`config.mk`:
```
export PLATFORM = sky130hd
export DESIGN_NAME = audio_interp_top
export DESIGN_NICKNAME = d
export VERILOG_FILES = /design/src/design/interp_pkg.sv /design/src/design/apb_regs.sv /design/src/design/audio_interp_top.sv /design/src/design/fir_stereo.sv /design/src/design/interp_sequencer.sv
export SDC_FILE = /design/constraint.sdc
export NUM_CORES = 1
export LEC_CHECK = 0
export BUFFER_PORTS_ARGS = -buffer_cell sky130_fd_sc_hd__buf_2
export CAP_MARGIN = 25
export CORE_UTILIZATION = 60
export DETAILED_ROUTE_END_ITERATION = 10
export PLACE_DENSITY = 0.87
export RECOVER_POWER = 100
export REMOVE_ABC_BUFFERS = 1
export SLEW_MARGIN = 20
export SYNTH_ARGS = -nofsm -noshare
export SYNTH_HDL_FRONTEND = slang
export SYNTH_HIERARCHICAL = 1
export SYNTH_SLANG_ARGS = --single-unit
```
`constraint.sdc`:
```
create_clock -name clk -period 8.1 [get_ports clk]
set_input_delay 1.215 -clock clk [delete_from_list [all_inputs] [get_ports clk]]
set_output_delay 1.215 -clock clk [all_outputs]
set_load 0.005 [all_outputs]
```
`src/design/interp_pkg.sv`:
```
/*
 * Shared definitions for the stereo audio interpolator
 *  - sample width and stereo sample struct
 *  - sequencer phase enum
 *  - APB request / response structs and register map
 *  - fixed FIR constants and period limits
 */
package interp_pkg;

	// ================================================
	// Audio samples
	// ================================================
	localparam int SAMPLE_W = 12; // Bits per channel

	typedef struct packed {
		logic signed [SAMPLE_W-1:0] left; // Left channel
		logic signed [SAMPLE_W-1:0] right; // Right channel
	} stereo_t;

	// Four-phase zero-stuffing order
	typedef enum logic [1:0] {
		PH_MAIN   = 2'd0, // FM sample
		PH_ZERO_A = 2'd1, // Stuffed zero
		PH_OTHER  = 2'd2, // PSG or similar
		PH_ZERO_B = 2'd3 // Stuffed zero
	} phase_e;

	// ================================================
	// APB configuration bus
	// ================================================
	typedef struct packed {
		logic        psel;
		logic        penable;
		logic        pwrite;
		logic [7:0]  paddr;
		logic [31:0] pwdata;
	} apb_req_t;

	typedef struct packed {
		logic [31:0] prdata;
		logic        pready; // Tied high, no wait states
		logic        pslverr;
	} apb_rsp_t;

	typedef enum logic [7:0] {
		REG_CTRL   = 8'h00, // [0] enable, [1] mute_other
		REG_PERIOD = 8'h04, // Cycles per phase minus one
		REG_STATUS = 8'h08, // [0] clip, write 1 to clear
		REG_COUNT  = 8'h0C // Output sample count, read only
	} reg_addr_e;

	// ================================================
	// Filter constants
	// ================================================
	localparam int FIR_TAPS = 8;
	localparam int FIR_COEF [FIR_TAPS] = '{1, 3, 6, 6, 6, 6, 3, 1}; // Symmetric low-pass
	localparam int COEF_SHIFT = 3; // Unity DC gain per zero-stuffed pair
	localparam int MIN_PERIOD = FIR_TAPS + 3; // Filter must finish inside one phase
	localparam int DEFAULT_PERIOD = 41; // 42-cycle phase

endpackage

```
`src/design/apb_regs.sv`:
```
/*
 * APB register block
 *  - control: enable and mute of the other source
 *  - phase period with lower clamp
 *  - sticky clip flag, write 1 to clear
 *  - 16-bit wrapping output sample counter
 */
module apb_regs (
	input  logic                 clk,
	input  logic                 rst,
	input  interp_pkg::apb_req_t apb_req,
	input  logic                 clip,
	input  logic                 sample_valid,
	output interp_pkg::apb_rsp_t apb_rsp,
	output logic                 enable,
	output logic                 mute_other,
	output logic [7:0]           period
);

	interp_pkg::reg_addr_e addr; // Decoded address
	logic                  access; // Access phase
	logic                  wr_en;
	logic                  clip_flag; // Sticky
	logic                  clip_clear;
	logic [15:0]           count;
	logic [7:0]            wr_period; // Clamped write value

	assign addr       = interp_pkg::reg_addr_e'(apb_req.paddr);
	assign access     = apb_req.psel & apb_req.penable;
	assign wr_en      = access & apb_req.pwrite;
	assign clip_clear = wr_en && (addr == interp_pkg::REG_STATUS) && apb_req.pwdata[0];
	assign wr_period  = (apb_req.pwdata[7:0] < 8'(interp_pkg::MIN_PERIOD)) ?
		8'(interp_pkg::MIN_PERIOD) : apb_req.pwdata[7:0];

	// ================================================
	// Register writes
	// ================================================
	always_ff @(posedge clk) begin
		if (rst) begin
			enable     <= 1'b0;
			mute_other <= 1'b0;
			period     <= 8'(interp_pkg::DEFAULT_PERIOD);
			clip_flag  <= 1'b0;
			count      <= 16'd0;
		end else begin
			if (wr_en && addr == interp_pkg::REG_CTRL) begin
				enable     <= apb_req.pwdata[0];
				mute_other <= apb_req.pwdata[1];
			end
			if (wr_en && addr == interp_pkg::REG_PERIOD)
				period <= wr_period; // Never below MIN_PERIOD
			if (clip)
				clip_flag <= 1'b1; // New clip wins over clear
			else if (clip_clear)
				clip_flag <= 1'b0;
			if (sample_valid)
				count <= count + 16'd1; // Wraps at 64k
		end
	end

	// ================================================
	// Read data and error response
	// ================================================
	always_comb begin
		apb_rsp         = '0;
		apb_rsp.pready  = 1'b1; // Zero wait states
		case (addr)
			interp_pkg::REG_CTRL:   apb_rsp.prdata = {30'd0, mute_other, enable};
			interp_pkg::REG_PERIOD: apb_rsp.prdata = {24'd0, period};
			interp_pkg::REG_STATUS: apb_rsp.prdata = {31'd0, clip_flag};
			interp_pkg::REG_COUNT: begin
				apb_rsp.prdata  = {16'd0, count};
				apb_rsp.pslverr = wr_en; // Read only
			end
			default:                apb_rsp.pslverr = access; // Unmapped
		endcase
	end

	// Host must select before enabling
	a_penable_psel: assert property (
		@(posedge clk) disable iff (rst)
		apb_req.penable |-> apb_req.psel
	);

endmodule

```
`src/design/audio_interp_top.sv`:
```
/*
 * Stereo audio interpolator, top level
 *  - APB register block
 *  - four-phase sequencer
 *  - stereo FIR filter
 */
module audio_interp_top #(
	parameter int FIR_TAPS_USED = interp_pkg::FIR_TAPS
) (
	input  logic                 clk,
	input  logic                 rst,
	input  interp_pkg::apb_req_t apb_req,
	input  interp_pkg::stereo_t  main_in,
	input  interp_pkg::stereo_t  other_in,
	output interp_pkg::apb_rsp_t apb_rsp,
	output interp_pkg::stereo_t  sample_out,
	output logic                 sample_valid
);

	logic                enable;
	logic                mute_other;
	logic [7:0]          period;
	interp_pkg::stereo_t fir_in; // Zero-stuffed stream
	logic                fir_strobe;
	logic                clip; // Per-sample clamp pulse

	apb_regs u_regs (
		.clk          (clk),
		.rst          (rst),
		.apb_req      (apb_req),
		.clip         (clip),
		.sample_valid (sample_valid),
		.apb_rsp      (apb_rsp),
		.enable       (enable),
		.mute_other   (mute_other),
		.period       (period)
	);

	interp_sequencer u_seq (
		.clk        (clk),
		.rst        (rst),
		.enable     (enable),
		.mute_other (mute_other),
		.period     (period),
		.main_in    (main_in),
		.other_in   (other_in),
		.fir_in     (fir_in),
		.fir_strobe (fir_strobe)
	);

	fir_stereo #(
		.FIR_TAPS_USED (FIR_TAPS_USED)
	) u_fir (
		.clk          (clk),
		.rst          (rst),
		.fir_strobe   (fir_strobe),
		.fir_in       (fir_in),
		.sample_out   (sample_out),
		.sample_valid (sample_valid),
		.clip         (clip)
	);

endmodule

```
`src/design/fir_stereo.sv`:
```
/*
 * Stereo FIR low-pass filter
 *  - delay line of stereo samples, shifted at each input strobe
 *  - one shared multiply-accumulate per channel, one tap per cycle
 *  - output shift, saturation to 12 bits and clip pulse
 */
module fir_stereo #(
	parameter int FIR_TAPS_USED = interp_pkg::FIR_TAPS
) (
	input  logic                clk,
	input  logic                rst,
	input  logic                fir_strobe,
	input  interp_pkg::stereo_t fir_in,
	output interp_pkg::stereo_t sample_out,
	output logic                sample_valid,
	output logic                clip
);

	localparam int SW    = interp_pkg::SAMPLE_W;
	localparam int ACC_W = SW + 8; // Headroom for coefficient sum
	localparam int IDX_W = (FIR_TAPS_USED > 1) ? $clog2(FIR_TAPS_USED) : 1;
	localparam logic signed [ACC_W-1:0] SAT_MAX = ACC_W'((2 ** (SW - 1)) - 1);
	localparam logic signed [ACC_W-1:0] SAT_MIN = ACC_W'(-(2 ** (SW - 1)));

	interp_pkg::stereo_t      dly [FIR_TAPS_USED]; // Newest sample at index 0
	logic [IDX_W-1:0]         idx; // Tap being accumulated
	logic                     busy; // MAC running
	logic                     fin; // Shift and saturate stage
	logic signed [ACC_W-1:0]  acc_l;
	logic signed [ACC_W-1:0]  acc_r;
	logic signed [ACC_W-1:0]  coef;
	logic signed [ACC_W-1:0]  prod_l;
	logic signed [ACC_W-1:0]  prod_r;
	logic [SW:0]              sat_l; // {clip, value}
	logic [SW:0]              sat_r;

	// Scale and clamp, top bit flags a clamp
	function automatic logic [SW:0] saturate(input logic signed [ACC_W-1:0] acc);
		logic signed [ACC_W-1:0] shr;
		shr = acc >>> interp_pkg::COEF_SHIFT;
		if (shr > SAT_MAX)
			return {1'b1, SAT_MAX[SW-1:0]};
		if (shr < SAT_MIN)
			return {1'b1, SAT_MIN[SW-1:0]};
		return {1'b0, shr[SW-1:0]};
	endfunction

	// ================================================
	// Shared multiplier per channel
	// ================================================
	assign coef   = ACC_W'(interp_pkg::FIR_COEF[idx]); // Fixed coefficient for this tap
	assign prod_l = ACC_W'($signed(dly[idx].left)) * coef;
	assign prod_r = ACC_W'($signed(dly[idx].right)) * coef;
	assign sat_l  = saturate(acc_l);
	assign sat_r  = saturate(acc_r);

	// ================================================
	// Control and delay line
	// ================================================
	always_ff @(posedge clk) begin
		if (rst) begin
			for (int i = 0; i < FIR_TAPS_USED; i++)
				dly[i] <= '0; // Start from silence
			idx          <= '0;
			busy         <= 1'b0;
			fin          <= 1'b0;
			sample_valid <= 1'b0;
			clip         <= 1'b0;
		end else begin
			sample_valid <= 1'b0; // Single-cycle strobes
			clip         <= 1'b0;
			if (fir_strobe) begin
				dly[0] <= fir_in; // Shift in new sample
				for (int i = 1; i < FIR_TAPS_USED; i++)
					dly[i] <= dly[i-1];
				idx  <= '0;
				busy <= 1'b1;
			end else if (busy) begin
				if (idx == IDX_W'(FIR_TAPS_USED - 1)) begin
					busy <= 1'b0; // Last tap
					fin  <= 1'b1;
					idx  <= '0;
				end else begin
					idx <= idx + 1'b1;
				end
			end else if (fin) begin
				fin          <= 1'b0;
				sample_valid <= 1'b1; // Result ready
				clip         <= sat_l[SW] | sat_r[SW]; // Either channel clamped
			end
		end
	end

	// ================================================
	// Accumulators and output samples
	// ================================================
	always_ff @(posedge clk) begin
		if (fir_strobe) begin
			acc_l <= '0; // New sum per strobe
			acc_r <= '0;
		end else if (busy) begin
			acc_l <= acc_l + prod_l;
			acc_r <= acc_r + prod_r;
		end
		if (fin) begin
			sample_out.left  <= sat_l[SW-1:0]; // Held until next result
			sample_out.right <= sat_r[SW-1:0];
		end
	end

	// Period clamp upstream must leave room for the whole MAC
	a_no_strobe_busy: assert property (
		@(posedge clk) disable iff (rst)
		fir_strobe |-> !(busy || fin)
	);

endmodule

```
`src/design/interp_sequencer.sv`:
```
/*
 * Phase sequencer
 *  - phase counter producing one strobe per period+1 cycles
 *  - four-phase state: main, zero, other, zero
 *  - source select with optional mute of the other source
 */
module interp_sequencer (
	input  logic                clk,
	input  logic                rst,
	input  logic                enable,
	input  logic                mute_other,
	input  logic [7:0]          period,
	input  interp_pkg::stereo_t main_in,
	input  interp_pkg::stereo_t other_in,
	output interp_pkg::stereo_t fir_in,
	output logic                fir_strobe
);

	logic [7:0]         cnt; // Cycle count inside a phase
	interp_pkg::phase_e phase; // Phase presented on fir_in

	// ================================================
	// Phase counter and state
	// ================================================
	always_ff @(posedge clk) begin
		if (rst || !enable) begin
			cnt        <= 8'd0; // Held while disabled
			phase      <= interp_pkg::PH_MAIN;
			fir_strobe <= 1'b0;
		end else begin
			if (cnt == period) begin
				cnt        <= 8'd0; // Wrap
				fir_strobe <= 1'b1;
			end else begin
				cnt        <= cnt + 8'd1;
				fir_strobe <= 1'b0;
			end
			// Filter takes this phase at the strobe edge, then move on
			if (fir_strobe)
				phase <= interp_pkg::phase_e'(phase + 2'd1);
		end
	end

	// ================================================
	// Source select, zero-stuffing
	// ================================================
	always_comb begin
		case (phase)
			interp_pkg::PH_MAIN:  fir_in = main_in;
			interp_pkg::PH_OTHER: fir_in = mute_other ? '0 : other_in; // Muted gives silence
			default:              fir_in = '0; // Both stuffed zeros
		endcase
	end

	// One strobe per phase, never back to back
	a_strobe_single: assert property (
		@(posedge clk) disable iff (rst)
		fir_strobe |=> !fir_strobe
	);

endmodule

```
# --- Word level (Yosys, flattened, before mapping) ---
# Memories as Yosys holds them, arrays and structs flattened. A register that Yosys moved wholly into a read port is not among the register bits.
# Index checks and enable logic that the tools add are counted.
word_totals:
  regBits: 109
  latchBits: 0
  mem_bits_rw: 192
  rom_bits: 256
  inputBits: 93
  output_inout_bits: 59
  wordCells: 115
  n_memories: 2
mem_list:
  columns: ["memory", "words", "width", "read_ports", "rd_ports_with_merged_regs", "wr", "line", "source"]
  rows:
  - ["(name not given)", 8, 32, 1, 0, 0, "fir_stereo.sv:51", "assign coef = ACC_W'(interp_pkg::FIR_COEF[idx]);"]
  - ["u_fir.dly", 8, 24, 8, 1, 8, "fir_stereo.sv:25", "interp_pkg::stereo_t dly [FIR_TAPS_USED];"]
classes:
  n_addsub: 6
  multipliers: 2
  div: 0
  n_lt_le_gt_ge: 6
  eq_ne: 7
  shifts: 0
  n_mux: 46
  bitwise_logic: 14
  reduce_logical: 15
ops:
  columns: ["cell", "count"]
  rows:
  - ["24-bit two-way mux", 9]
  - ["13-bit two-way mux", 8]
  - ["16-bit case mux with 4 select lines", 1]
  - ["24-bit case mux with 2 select lines", 1]
  - ["20-bit adder", 2]
  - ["12-bit by 20-bit multiplier with 20-bit output", 2]
  - ["20-bit two-way mux", 2]
  - ["17-bit by 12-bit greater-than comparator with 1-bit output, second input constant", 2]
  - ["17-bit by 12-bit < comparator with 1-bit output, second input constant", 2]
  - ["1-bit two-way mux", 20]
  - ["16-bit by 1-bit adder with 16-bit output, second input constant", 1]
  - ["8-bit by 4-bit == test with 1-bit output, second input constant", 2]
  - ["3-bit two-way mux", 3]
  - ["1-bit OR", 9]
  - ["8-bit by 1-bit adder with 8-bit output, second input constant", 1]
  - ["8-bit by 3-bit == test with 1-bit output, second input constant", 1]
  - ["8-bit == test", 1]
  - ["8-bit zero test", 1]
  - ["8-bit by 4-bit < comparator with 1-bit output, second input constant", 1]
  - ["8-bit two-way mux", 1]
  - ["3-bit OR reduction", 2]
  - ["4-bit greater-or-equal comparator, second input constant", 1]
  - ["1-bit logical AND", 4]
  - ["3-bit NOT with 4-bit output", 1]
  - ["other kinds (15)", 18]

# --- Depth between registers and ports, before layout ---
# Gate-level depths: netlist of run 1.
depth:
  depth_word: 6
  depth_mapped: 23
  depth_no_buf: 22

# --- By module ---
# Netlist of run 1, hierarchy kept.
modules_own_cells:
  columns: ["module", "instances", "cells_each", "area_each_um2", "seq_area_each_um2"]
  rows:
  - ["fir_stereo", 1, 1269, 15894.0, 7487.2]
  - ["apb_regs", 1, 182, 1570.3, 540.5]
  - ["interp_sequencer", 1, 87, 830.8, 220.2]

# --- Worst setup path after synthesis of run 1 ---
# OpenSTA, ideal clock, no wires.
synth_path:
  kind: "input to register"
  from: "input port rst"
  to: "register u_fir.clip"
  setup_ns: 0.123
  arrival_ns: 7.185
  required_time_ns: 7.977
  path_slack_ns: 0.792
  cell_stages: 4
  path_buffers: 1
  cell_sequence: "or2_1 -> clkbuf_1 -> nor3b_1 -> and2_1"
synth_between:
  elab_chain_cells: 1
synth_lines:
  columns: ["element", "line", "source"]
  rows:
  - ["start, declared", "audio_interp_top.sv:11", "input logic rst,"]
  - ["4-bit OR reduction (no source line)", null, null]
  - ["end signal, assigned", "fir_stereo.sv:89", "clip <= sat_l[SW] | sat_r[SW];"]
  - ["end, declared", "fir_stereo.sv:16", "output logic clip"]
# No other way between the ends.
# A chain may end at the register's enable or synchronous reset.

==> impl_metrics.yaml, run 1 <==
outcome:
  run_status: "finished, violations left"
  violations: "capacitance limit, slew limit"
global_route:
  grt_max_degree: 145
  antenna_found_initial: 1
  grt_overflow: 0
  first_global_vias: 11817
  groute.usage.overall: 0.238
  grt_pass1_wl_um: 59400
route:
  wl_per_cell_um: 17.8
  viasPerCell: 5.79
  wirelength_um: 36300
  remaining_drc_errors: 0
  drt_iter0_markers: 974
  drtPass1Iterations: 5
  num_vias: 11788
  postRouteAntennaNets: 0
sta:
  skew_ns: 0.0124
  rsz0062_at_grt: "no"
  fin_tns_setup_ns: 0
  period_minus_slack_ns: 6.99
  fmax_ghz: 0.143
  hold_viol_final: 0
  period_share: 0.863
  relSlewSlack: -2.13
  setup-violations-final: 0
  slew_violations: 329
  worst_slew_pin_slew_ns: 4.70
yosys:
  ys_types: 78
  ys_seq_elements: 304
  synth_area_um2: 18300
  synthCells: 1538
  synth_xor_area_frac: 0.0235
  yosys_warnings: 6
  synth_simple_gate_area_frac: 0.148
  synth_compound_area_frac: 0.0612
  synth-edff-count: 216
  synthAdderAreaFrac: 0.171
  synthMuxAreaShare: 0.102
  synthArstFlopShare: 0
  yosysSeqAreaShare: 0.451
  avgSynthCellArea_um2: 11.9
  ys.flop_type: "edfxtp_1"
  synth_top_family_by_area: "adder cells"
run:
  drv_cap: 4
cts:
  tritoncts: "done"
  cts-buffers-inserted: 30
  h-tree-depth: 1
  ctsResizeCount: 0
  cts_sinks: 304
  cts_buffer_depth: 3
  cts_hold_buf: 0
  root_buffer: "clkbuf_16"
  clkLatencyLatePin_ns: 0.57
  post_cts_buffers: 0
  clkSlewWorstSetupHoldPaths_ns: 0.07
final_layout:
  fill_cells: 2096
  regArea_um2: 8250
  area_delta_synth_final_pct: 9.96
  mostFrequentLayoutCells: "edfxtp_1 (216), ha_1 (173), nor2_1 (129), and2_0 (110), inv_1 (96)"
  antenna_cells: 0
  layout-drive-gt1-share: 0.136
  multiInputGateArea_um2: 9290
  mostFrequentLayoutCell: "edfxtp_1"
  fin_nets: 1937
  fin_util: 0.675
power:
  vdd_drop_max_v: 0.000185
  finalPower_mw: 4.63
  p_leak_nw: 8.57
  pwr_density_cell_nw_per_um2: 230
floorplanning:
  num_rows: 63
  dieArea_um2: 31200
  start_util: 0.614
  io_pins: 152
  core_um2: 29800
  die_w_um: 177
  die_y_um: 177
worst_setup_path:
  cpMostUsedCell: "ha_1"
  path_cells: "buf_4, mux4_2, mux2i_1, nor2_1, ha_1, ha_1, inv_1, fa_1, inv_1, fa_1, ha_1, fa_1, ha_1, nand3_1, a21oi_1, a221o_1, a21oi_1, o21ai_0, mux2_4, mux2_1"
  critPathCaptureType: "flop"
  startpoint_type: "flop"
  worstPathMaxFanout: 23
  critPathKind: "reg -> reg"
  cp.required_ns: 8.55
  arrival_ns: 7.44
  critPathSlowestCell: "dfxtp_1"
  slowest_delay_ns: 1.19
  crit_family: "adder cells"
  path_buf_inv: 3
placed_design:
  io_buffers: 110
  place.gp.congestion: 0.900
  dp_hpwl_um: 24900
hold_path:
  hold_class: "reg -> reg"
[cell usage after synthesis (45+ instances only)]
library cell / number / area share
nor2_1: 130 / 0.027
and2_1: 153 / 0.052
nand2_1: 51 / 0.010
nor2b_1: 56 / 0.019
clkbuf_1: 54 / 0.011
edfxtp_1: 216 / 0.35
ha_1: 173 / 0.12
inv_1: 94 / 0.019
mux4_2: 45 / 0.055
mux2i_1: 61 / 0.033
dfxtp_1: 88 / 0.096
fa_1: 48 / 0.053
[path summary, 6_finish.rpt]
| path | start | end | slack [ns] | cells after the start |
|---|---|---|---|---|
| setup / recovery | flop | u_fir/acc_r[19] | 1.11 | 20 |
| setup reg to reg | flop | u_fir/acc_r[19] | 1.11 | 20 |
| hold reg to reg | u_fir/clip | u_regs/clip_flag | 0.45 | 2 |
| hold / removal | u_fir/clip | u_regs/clip_flag | 0.45 | 2 |
[layer usage]
metal,global-route usage,up-vias,routed length (um)
li1,-,5591,-
met1,0.323,5836,16100
met2,0.406,301,17700
met3,0.0281,58,1740
met4,0.0654,2,726
met5,0,-,13
[worst min-delay path, cell delays in order, from the launching register on]
cell and delay [ns]:
dfxtp_1 0.31, a21oi_1 0.04, nor2_1 0.07
[final cells by class]
type	count	share of cell area
clock inverters	17	0.00858
inverters	98	0.0183
repair buffers	128	0.0330
multi-input cells	1061	0.462
well taps	390	0.0243
clock buffers	39	0.0437
flip-flops and latches	304	0.410
[power by group]
group	internal, mW	leakage, nW	total [mW]	switching, mW
registers	1.82	2.92	1.94	0.121
logic	0.542	5.12	1.24	0.693
clock network	0.861	0.531	1.46	0.594
total	3.22	8.57	4.63	1.41
[logic make-up after synthesis]
logic type	Yosys count
AO/OA/AOI/OAI	161
buffers and inverters	188
flip-flops	304
other	2
multiplexers	119
adder cells (fa/ha/maj)	221
XOR/XNOR	49
AND/OR/NAND/NOR	494
[sequential cells by signal, summed over array words and instances (netlist names), 2 cells and up, named ones only]
name	flops
u_regs/count	16
u_fir/sample_out	24
u_seq/phase	2
u_fir/idx	3
u_fir/acc_r	20
u_fir/dly	192
u_fir/acc_l	20
u_regs/period	8
u_seq/cnt	8
[metrics by stage]
step	instance area [um^2]	hold slack [ns]	cells	setup WS [ns]
floorplan	17900	0.413	1463	0.790
global placement	19100	0.427	1977	1.56
detailed placement	19100	0.442	1979	1.52
CTS	20200	0.454	2035	1.46
global route	20100	0.500	2037	0.615
finish	20100	0.447	2037	1.11
Power figures use the tool's default switching activity.
==> inputs of run 2 (changes only) <==
--- a/config.mk
+++ b/config.mk
@@ -8,6 +8,7 @@
 export BUFFER_PORTS_ARGS = -buffer_cell sky130_fd_sc_hd__buf_2
 export CAP_MARGIN = 25
 export CORE_UTILIZATION = 60
+export CTS_BUF_LIST = sky130_fd_sc_hd__clkbuf_8
 export DETAILED_ROUTE_END_ITERATION = 10
 export PLACE_DENSITY = 0.87
 export RECOVER_POWER = 100
==> constraint.sdc (replaced) <==
create_clock -name clk -period 8.1 [get_ports clk]
set_input_delay 1.215 -clock clk [delete_from_list [all_inputs] [get_ports clk]]
set_output_delay 1.215 -clock clk [all_outputs]
set_load 0.01 [all_outputs]
==> impl_metrics.yaml, run 2 (synthesis results as in run 1) <==
route:
  viasPerCell: 5.82
  drtPass1Iterations: 5
  postRouteAntennaNets: 0
  remaining_drc_errors: 0
  wirelength_um: 36500
  num_vias: 12027
  wl_per_cell_um: 17.6
  drt_iter0_markers: 986
worst_setup_path:
  path_buf_inv: 2
  slowest_delay_ns: 1.16
  worstPathMaxFanout: 23
  crit_family: "adder cells"
  path_cells: "buf_4, mux4_2, mux2i_1, nand2b_1, fa_1, fa_1, inv_1, ha_1, ha_1, fa_1, ha_1, ha_1, fa_1, a21o_1, a21oi_1, o21a_1, o21ai_0, nand4_1, a2111oi_0, a311o_1"
  critPathKind: "reg -> reg"
  r2r.worst_path.cells: 20
  critPathCaptureType: "flop"
  r2r_slack_ns: 1.14
  rr_endpoint: "u_fir/acc_l[14]"
  critPathSlowestCell: "dfxtp_1"
  arrival_ns: 7.43
  startpoint_type: "flop"
  cp.required_ns: 8.57
global_route:
  grt_pass1_wl_um: 59900
  grt_overflow: 0
  use_met2: 0.404
  grt_max_degree: 145
  groute.usage.overall: 0.241
  first_global_vias: 11828
  use_met3: 0.0322
  gr-usage-met1: 0.325
  antenna_found_initial: 0
  grt_busiest_layer: "met2"
hold_path:
  min-delay-start: "u_fir/clip"
  hold_class: "reg -> reg"
  hold_end: "u_regs/clip_flag"
  hold_depth: 2
sta:
  setup-violations-final: 0
  fmax_ghz: 0.144
  final.setup.worst_slack_ns: 1.14
  rsz0062_at_grt: "no"
  holdWs_ns: 0.450
  period_minus_slack_ns: 6.96
  period_share: 0.859
  fin_tns_setup_ns: 0
  worst_slew_pin_slew_ns: 4.67
  skew_ns: 0.0182
  slew_violations: 342
  relSlewSlack: -2.12
  hold_viol_final: 0
floorplanning:
  die_w_um: 177
  dieArea_um2: 31200
  num_rows: 63
  core_um2: 29800
  die_y_um: 177
  start_util: 0.614
  io_pins: 152
final_layout:
  antenna_cells: 0
  mostFrequentLayoutCells: "edfxtp_1 (216), ha_1 (173), nor2_1 (129), inv_1 (113), and2_0 (106)"
  fin_nets: 1954
  mostFrequentLayoutCell: "edfxtp_1"
  area_delta_synth_final_pct: 9.19
  top_regs: "u_fir/dly: 192 flops, u_fir/sample_out: 24 flops"
  fin_util: 0.670
  layout-drive-gt1-share: 0.127
  top_register: "u_fir/dly"
  largest_reg_flops: 192
placed_design:
  place.gp.congestion: 0.900
  place_ws_ns: 1.52
  dp_hpwl_um: 24900
  io_buffers: 110
cts:
  post_cts_buffers: 0
  tritoncts: "done"
  cts_sinks: 304
  cts_hold_buf: 0
  clkSlewWorstSetupHoldPaths_ns: 0.06
  h-tree-depth: 2
  ctsResizeCount: 0
  clkLatencyLatePin_ns: 0.59
  cts-buffers-inserted: 48
  root_buffer: "clkbuf_8"
  cts_buffer_depth: 3
power:
  pwr_density_cell_nw_per_um2: 224
  p_leak_nw: 8.52
  vdd_drop_max_v: 0.000131
outcome:
  run_status: "finished, violations left"
  violations: "capacitance limit, slew limit"
run:
  drv_cap: 5
[run 2: cell count changes in the layout (fill, tap and decap cells not counted), moves of 8 or more]
cell,previous run,this run
inv_1,96,113
clkbuf_8,3,53
buf_2,86,70
clkbuf_16,33,0
clkbuf_1,28,44
clkinv_2,10,1
clkinv_1,3,11
[run 2: area by class of cell]
cell class	instances	area, um^2
repair buffers	127	637
multi-input cells	1061	9290
flip-flops and latches	304	8250
clock inverters	34	209
fillers	2148	9820
inverters	98	368
clock buffers	53	729
well taps	390	488
[run 2: how the worst max path moves through the flow]
| stage | start | to | depth (start not counted) |
|---|---|---|---|
| global placement | flop | u_fir/acc_l[19] | 21 |
| finish | flop | u_fir/acc_l[14] | 20 |
| global route | u_seq/fir_strobe | u_fir/dly[0][16] | 5 |
| CTS | flop | u_fir/acc_l[19] | 21 |
| detailed placement | flop | u_fir/acc_l[19] | 21 |
| floorplan | flop | u_fir/acc_r[19] | 17 |
[run 2: per-layer routing]
metal | vias up | part of all wire
met3 | 72 | 0.055
met4 | 0 | 0.022
met1 | 5899 | 0.44
li1 | 5633 | -
met2 | 423 | 0.49
met5 | - | 0
[run 2: report_power, final]
part / switching (mW) / internal (mW)
registers: 0.121 / 1.82
logic: 0.702 / 0.543
clock network: 0.611 / 0.671
[run 2: through the flow]
stage	instance area [um^2]	cells	power, mW
final	20000	2067	4.47
after global routing	20000	2067	4.76
after CTS	20100	2066	4.49
after detailed placement	19100	1979	3.19
after global placement	19100	1977	3.11
after floorplan	17900	1463	2.88
[run 2: worst reg2reg max path, stage by stage, from the launching register on]
cell	delay (ns)
dfxtp_1	1.16
buf_4	0.43
mux4_2	0.37
mux2i_1	0.38
nand2b_1	0.20
fa_1	0.46
fa_1	0.41
inv_1	0.07
ha_1	0.22
ha_1	0.22
fa_1	0.47
ha_1	0.30
ha_1	0.24
fa_1	0.42
a21o_1	0.19
a21oi_1	0.28
o21a_1	0.22
o21ai_0	0.17
nand4_1	0.15
a2111oi_0	0.10
a311o_1	0.38
==> inputs of run 3 (changes only) <==
--- a/config.mk
+++ b/config.mk
@@ -11,7 +11,6 @@
 export CTS_BUF_LIST = sky130_fd_sc_hd__clkbuf_8
 export DETAILED_ROUTE_END_ITERATION = 10
 export PLACE_DENSITY = 0.87
-export RECOVER_POWER = 100
 export REMOVE_ABC_BUFFERS = 1
 export SLEW_MARGIN = 20
 export SYNTH_ARGS = -nofsm -noshare
==> impl_metrics.yaml, run 3 (synthesis results as in run 1) <==
floorplanning:
  die_w_um: 177
  dieArea_um2: 31200
  start_util: 0.614
  num_rows: 63
  core_um2: 29800
  io_pins: 152
  die_y_um: 177
global_route:
  grt_pass1_wl_um: 59900
  grt_overflow: 0
  first_global_vias: 11828
  antenna_found_initial: 0
  grt_busiest_layer: "met2"
  grt_max_degree: 145
  use_met3: 0.0322
  gr-usage-met1: 0.325
  groute.usage.overall: 0.241
  use_met2: 0.404
sta:
  relSlewSlack: 0.425
  period_share: 0.820
  rsz0062_at_grt: "no"
  hold_viol_final: 0
  period_minus_slack_ns: 6.64
  slew_violations: 0
  fmax_ghz: 0.151
  worst_slew_pin_slew_ns: 0.863
  skew_ns: 0.0180
  fin_tns_setup_ns: 0
  setup-violations-final: 0
final_layout:
  fin_nets: 1954
  antenna_cells: 0
  top_register: "u_fir/dly"
  fin_util: 0.674
  largest_reg_flops: 192
  mostFrequentLayoutCells: "edfxtp_1 (216), ha_1 (173), and2_1 (153), nor2_1 (129), inv_1 (111)"
  fill_cells: 2128
  area_delta_synth_final_pct: 9.75
  multiInputGateArea_um2: 9320
  top_regs: "u_fir/dly: 192 flops, u_fir/sample_out: 24 flops"
  regArea_um2: 8260
  layout-drive-gt1-share: 0.158
  mostFrequentLayoutCell: "edfxtp_1"
hold_path:
  hold_depth: 2
  hold_class: "reg -> reg"
  hold_end: "u_regs/clip_flag"
  min-delay-start: "u_fir/clip"
worst_setup_path:
  worstPathMaxFanout: 34
  critPathKind: "reg -> reg"
  critPathCaptureType: "flop"
  rr_endpoint: "u_fir/acc_l[19]"
  r2r.worst_path.cells: 21
  startpoint_type: "flop"
  cp.required_ns: 8.57
  r2r_slack_ns: 1.46
  arrival_ns: 7.11
cts:
  clkSlewWorstSetupHoldPaths_ns: 0.07
  cts_buffer_depth: 3
  cts_hold_buf: 0
  cts-buffers-inserted: 48
  post_cts_buffers: 0
  ctsResizeCount: 0
  tritoncts: "done"
  h-tree-depth: 2
  cts_sinks: 304
  root_buffer: "clkbuf_8"
  clkLatencyLatePin_ns: 0.59
route:
  viasPerCell: 5.82
  postRouteAntennaNets: 0
  wirelength_um: 36500
  num_vias: 12022
  remaining_drc_errors: 0
  drt_iter0_markers: 1046
  wl_per_cell_um: 17.6
  drtPass1Iterations: 5
outcome:
  run_status: "complete, no violations"
placed_design:
  dp_hpwl_um: 24900
  place.gp.congestion: 0.900
  io_buffers: 110
power:
  pwr_density_cell_nw_per_um2: 223
  p_leak_nw: 8.79
  vdd_drop_max_v: 0.000131
run:
  drv_cap: 0
## run 3: final cells by class
| type | count | area share |
|---|---|---|
| inverters | 98 | 0.0183 |
| multi-input cells | 1061 | 0.464 |
| well taps | 390 | 0.0243 |
| repair buffers | 127 | 0.0351 |
| flip-flops and latches | 304 | 0.411 |
| clock inverters | 34 | 0.0104 |
| clock buffers | 53 | 0.0363 |
## run 3: power by group
group | internal (mW) | switching, mW | total (mW)
registers | 1.82 | 0.121 | 1.94
clock network | 0.671 | 0.610 | 1.28
logic | 0.546 | 0.706 | 1.25
## run 3: worst max path at each step
stage,endpoint,slack [ns],start
floorplan,u_fir/acc_r[19],0.79,flop
detailed placement,u_fir/acc_l[19],1.52,flop
global route,u_fir/acc_l[19],1.09,flop
global placement,u_fir/acc_l[19],1.56,flop
finish,u_fir/acc_l[19],1.46,flop
CTS,u_fir/acc_l[19],1.43,flop
## run 3: through the flow
step	setup WS (ns)	hold slack [ns]	cells	area [um^2]	power (mW)
2_1_floorplan	0.790	0.413	1463	17900	2.88
3_3_place_gp	1.56	0.427	1977	19100	3.11
3_5_place_dp	1.52	0.442	1979	19100	3.19
4_1_cts	1.43	0.457	2066	20100	4.49
5_1_grt	1.09	0.476	2067	20100	4.76
6_report	1.46	0.452	2067	20100	4.47
## run 3: routing by layer
layer  part of all wire  up-vias
met1               0.44     5920
met4              0.023        0
met5                  0        -
met3              0.050       76
li1                   -     5634
met2               0.49      392
## run 3: worst max-delay path, cell delays in order, from the launching register on
cell and delay, ns:
dfxtp_4 0.82, buf_4 0.41, mux4_2 0.56, mux2i_1 0.28, nand2b_1 0.18, fa_1 0.42, inv_1 0.06, ha_1 0.23
ha_1 0.28, inv_1 0.05, fa_1 0.49, inv_1 0.04, ha_1 0.30, fa_1 0.47, ha_1 0.34, and2_1 0.19
a21o_1 0.14, a21oi_1 0.06, o221ai_1 0.33, a41o_1 0.29, mux2i_1 0.23, mux2_1 0.34
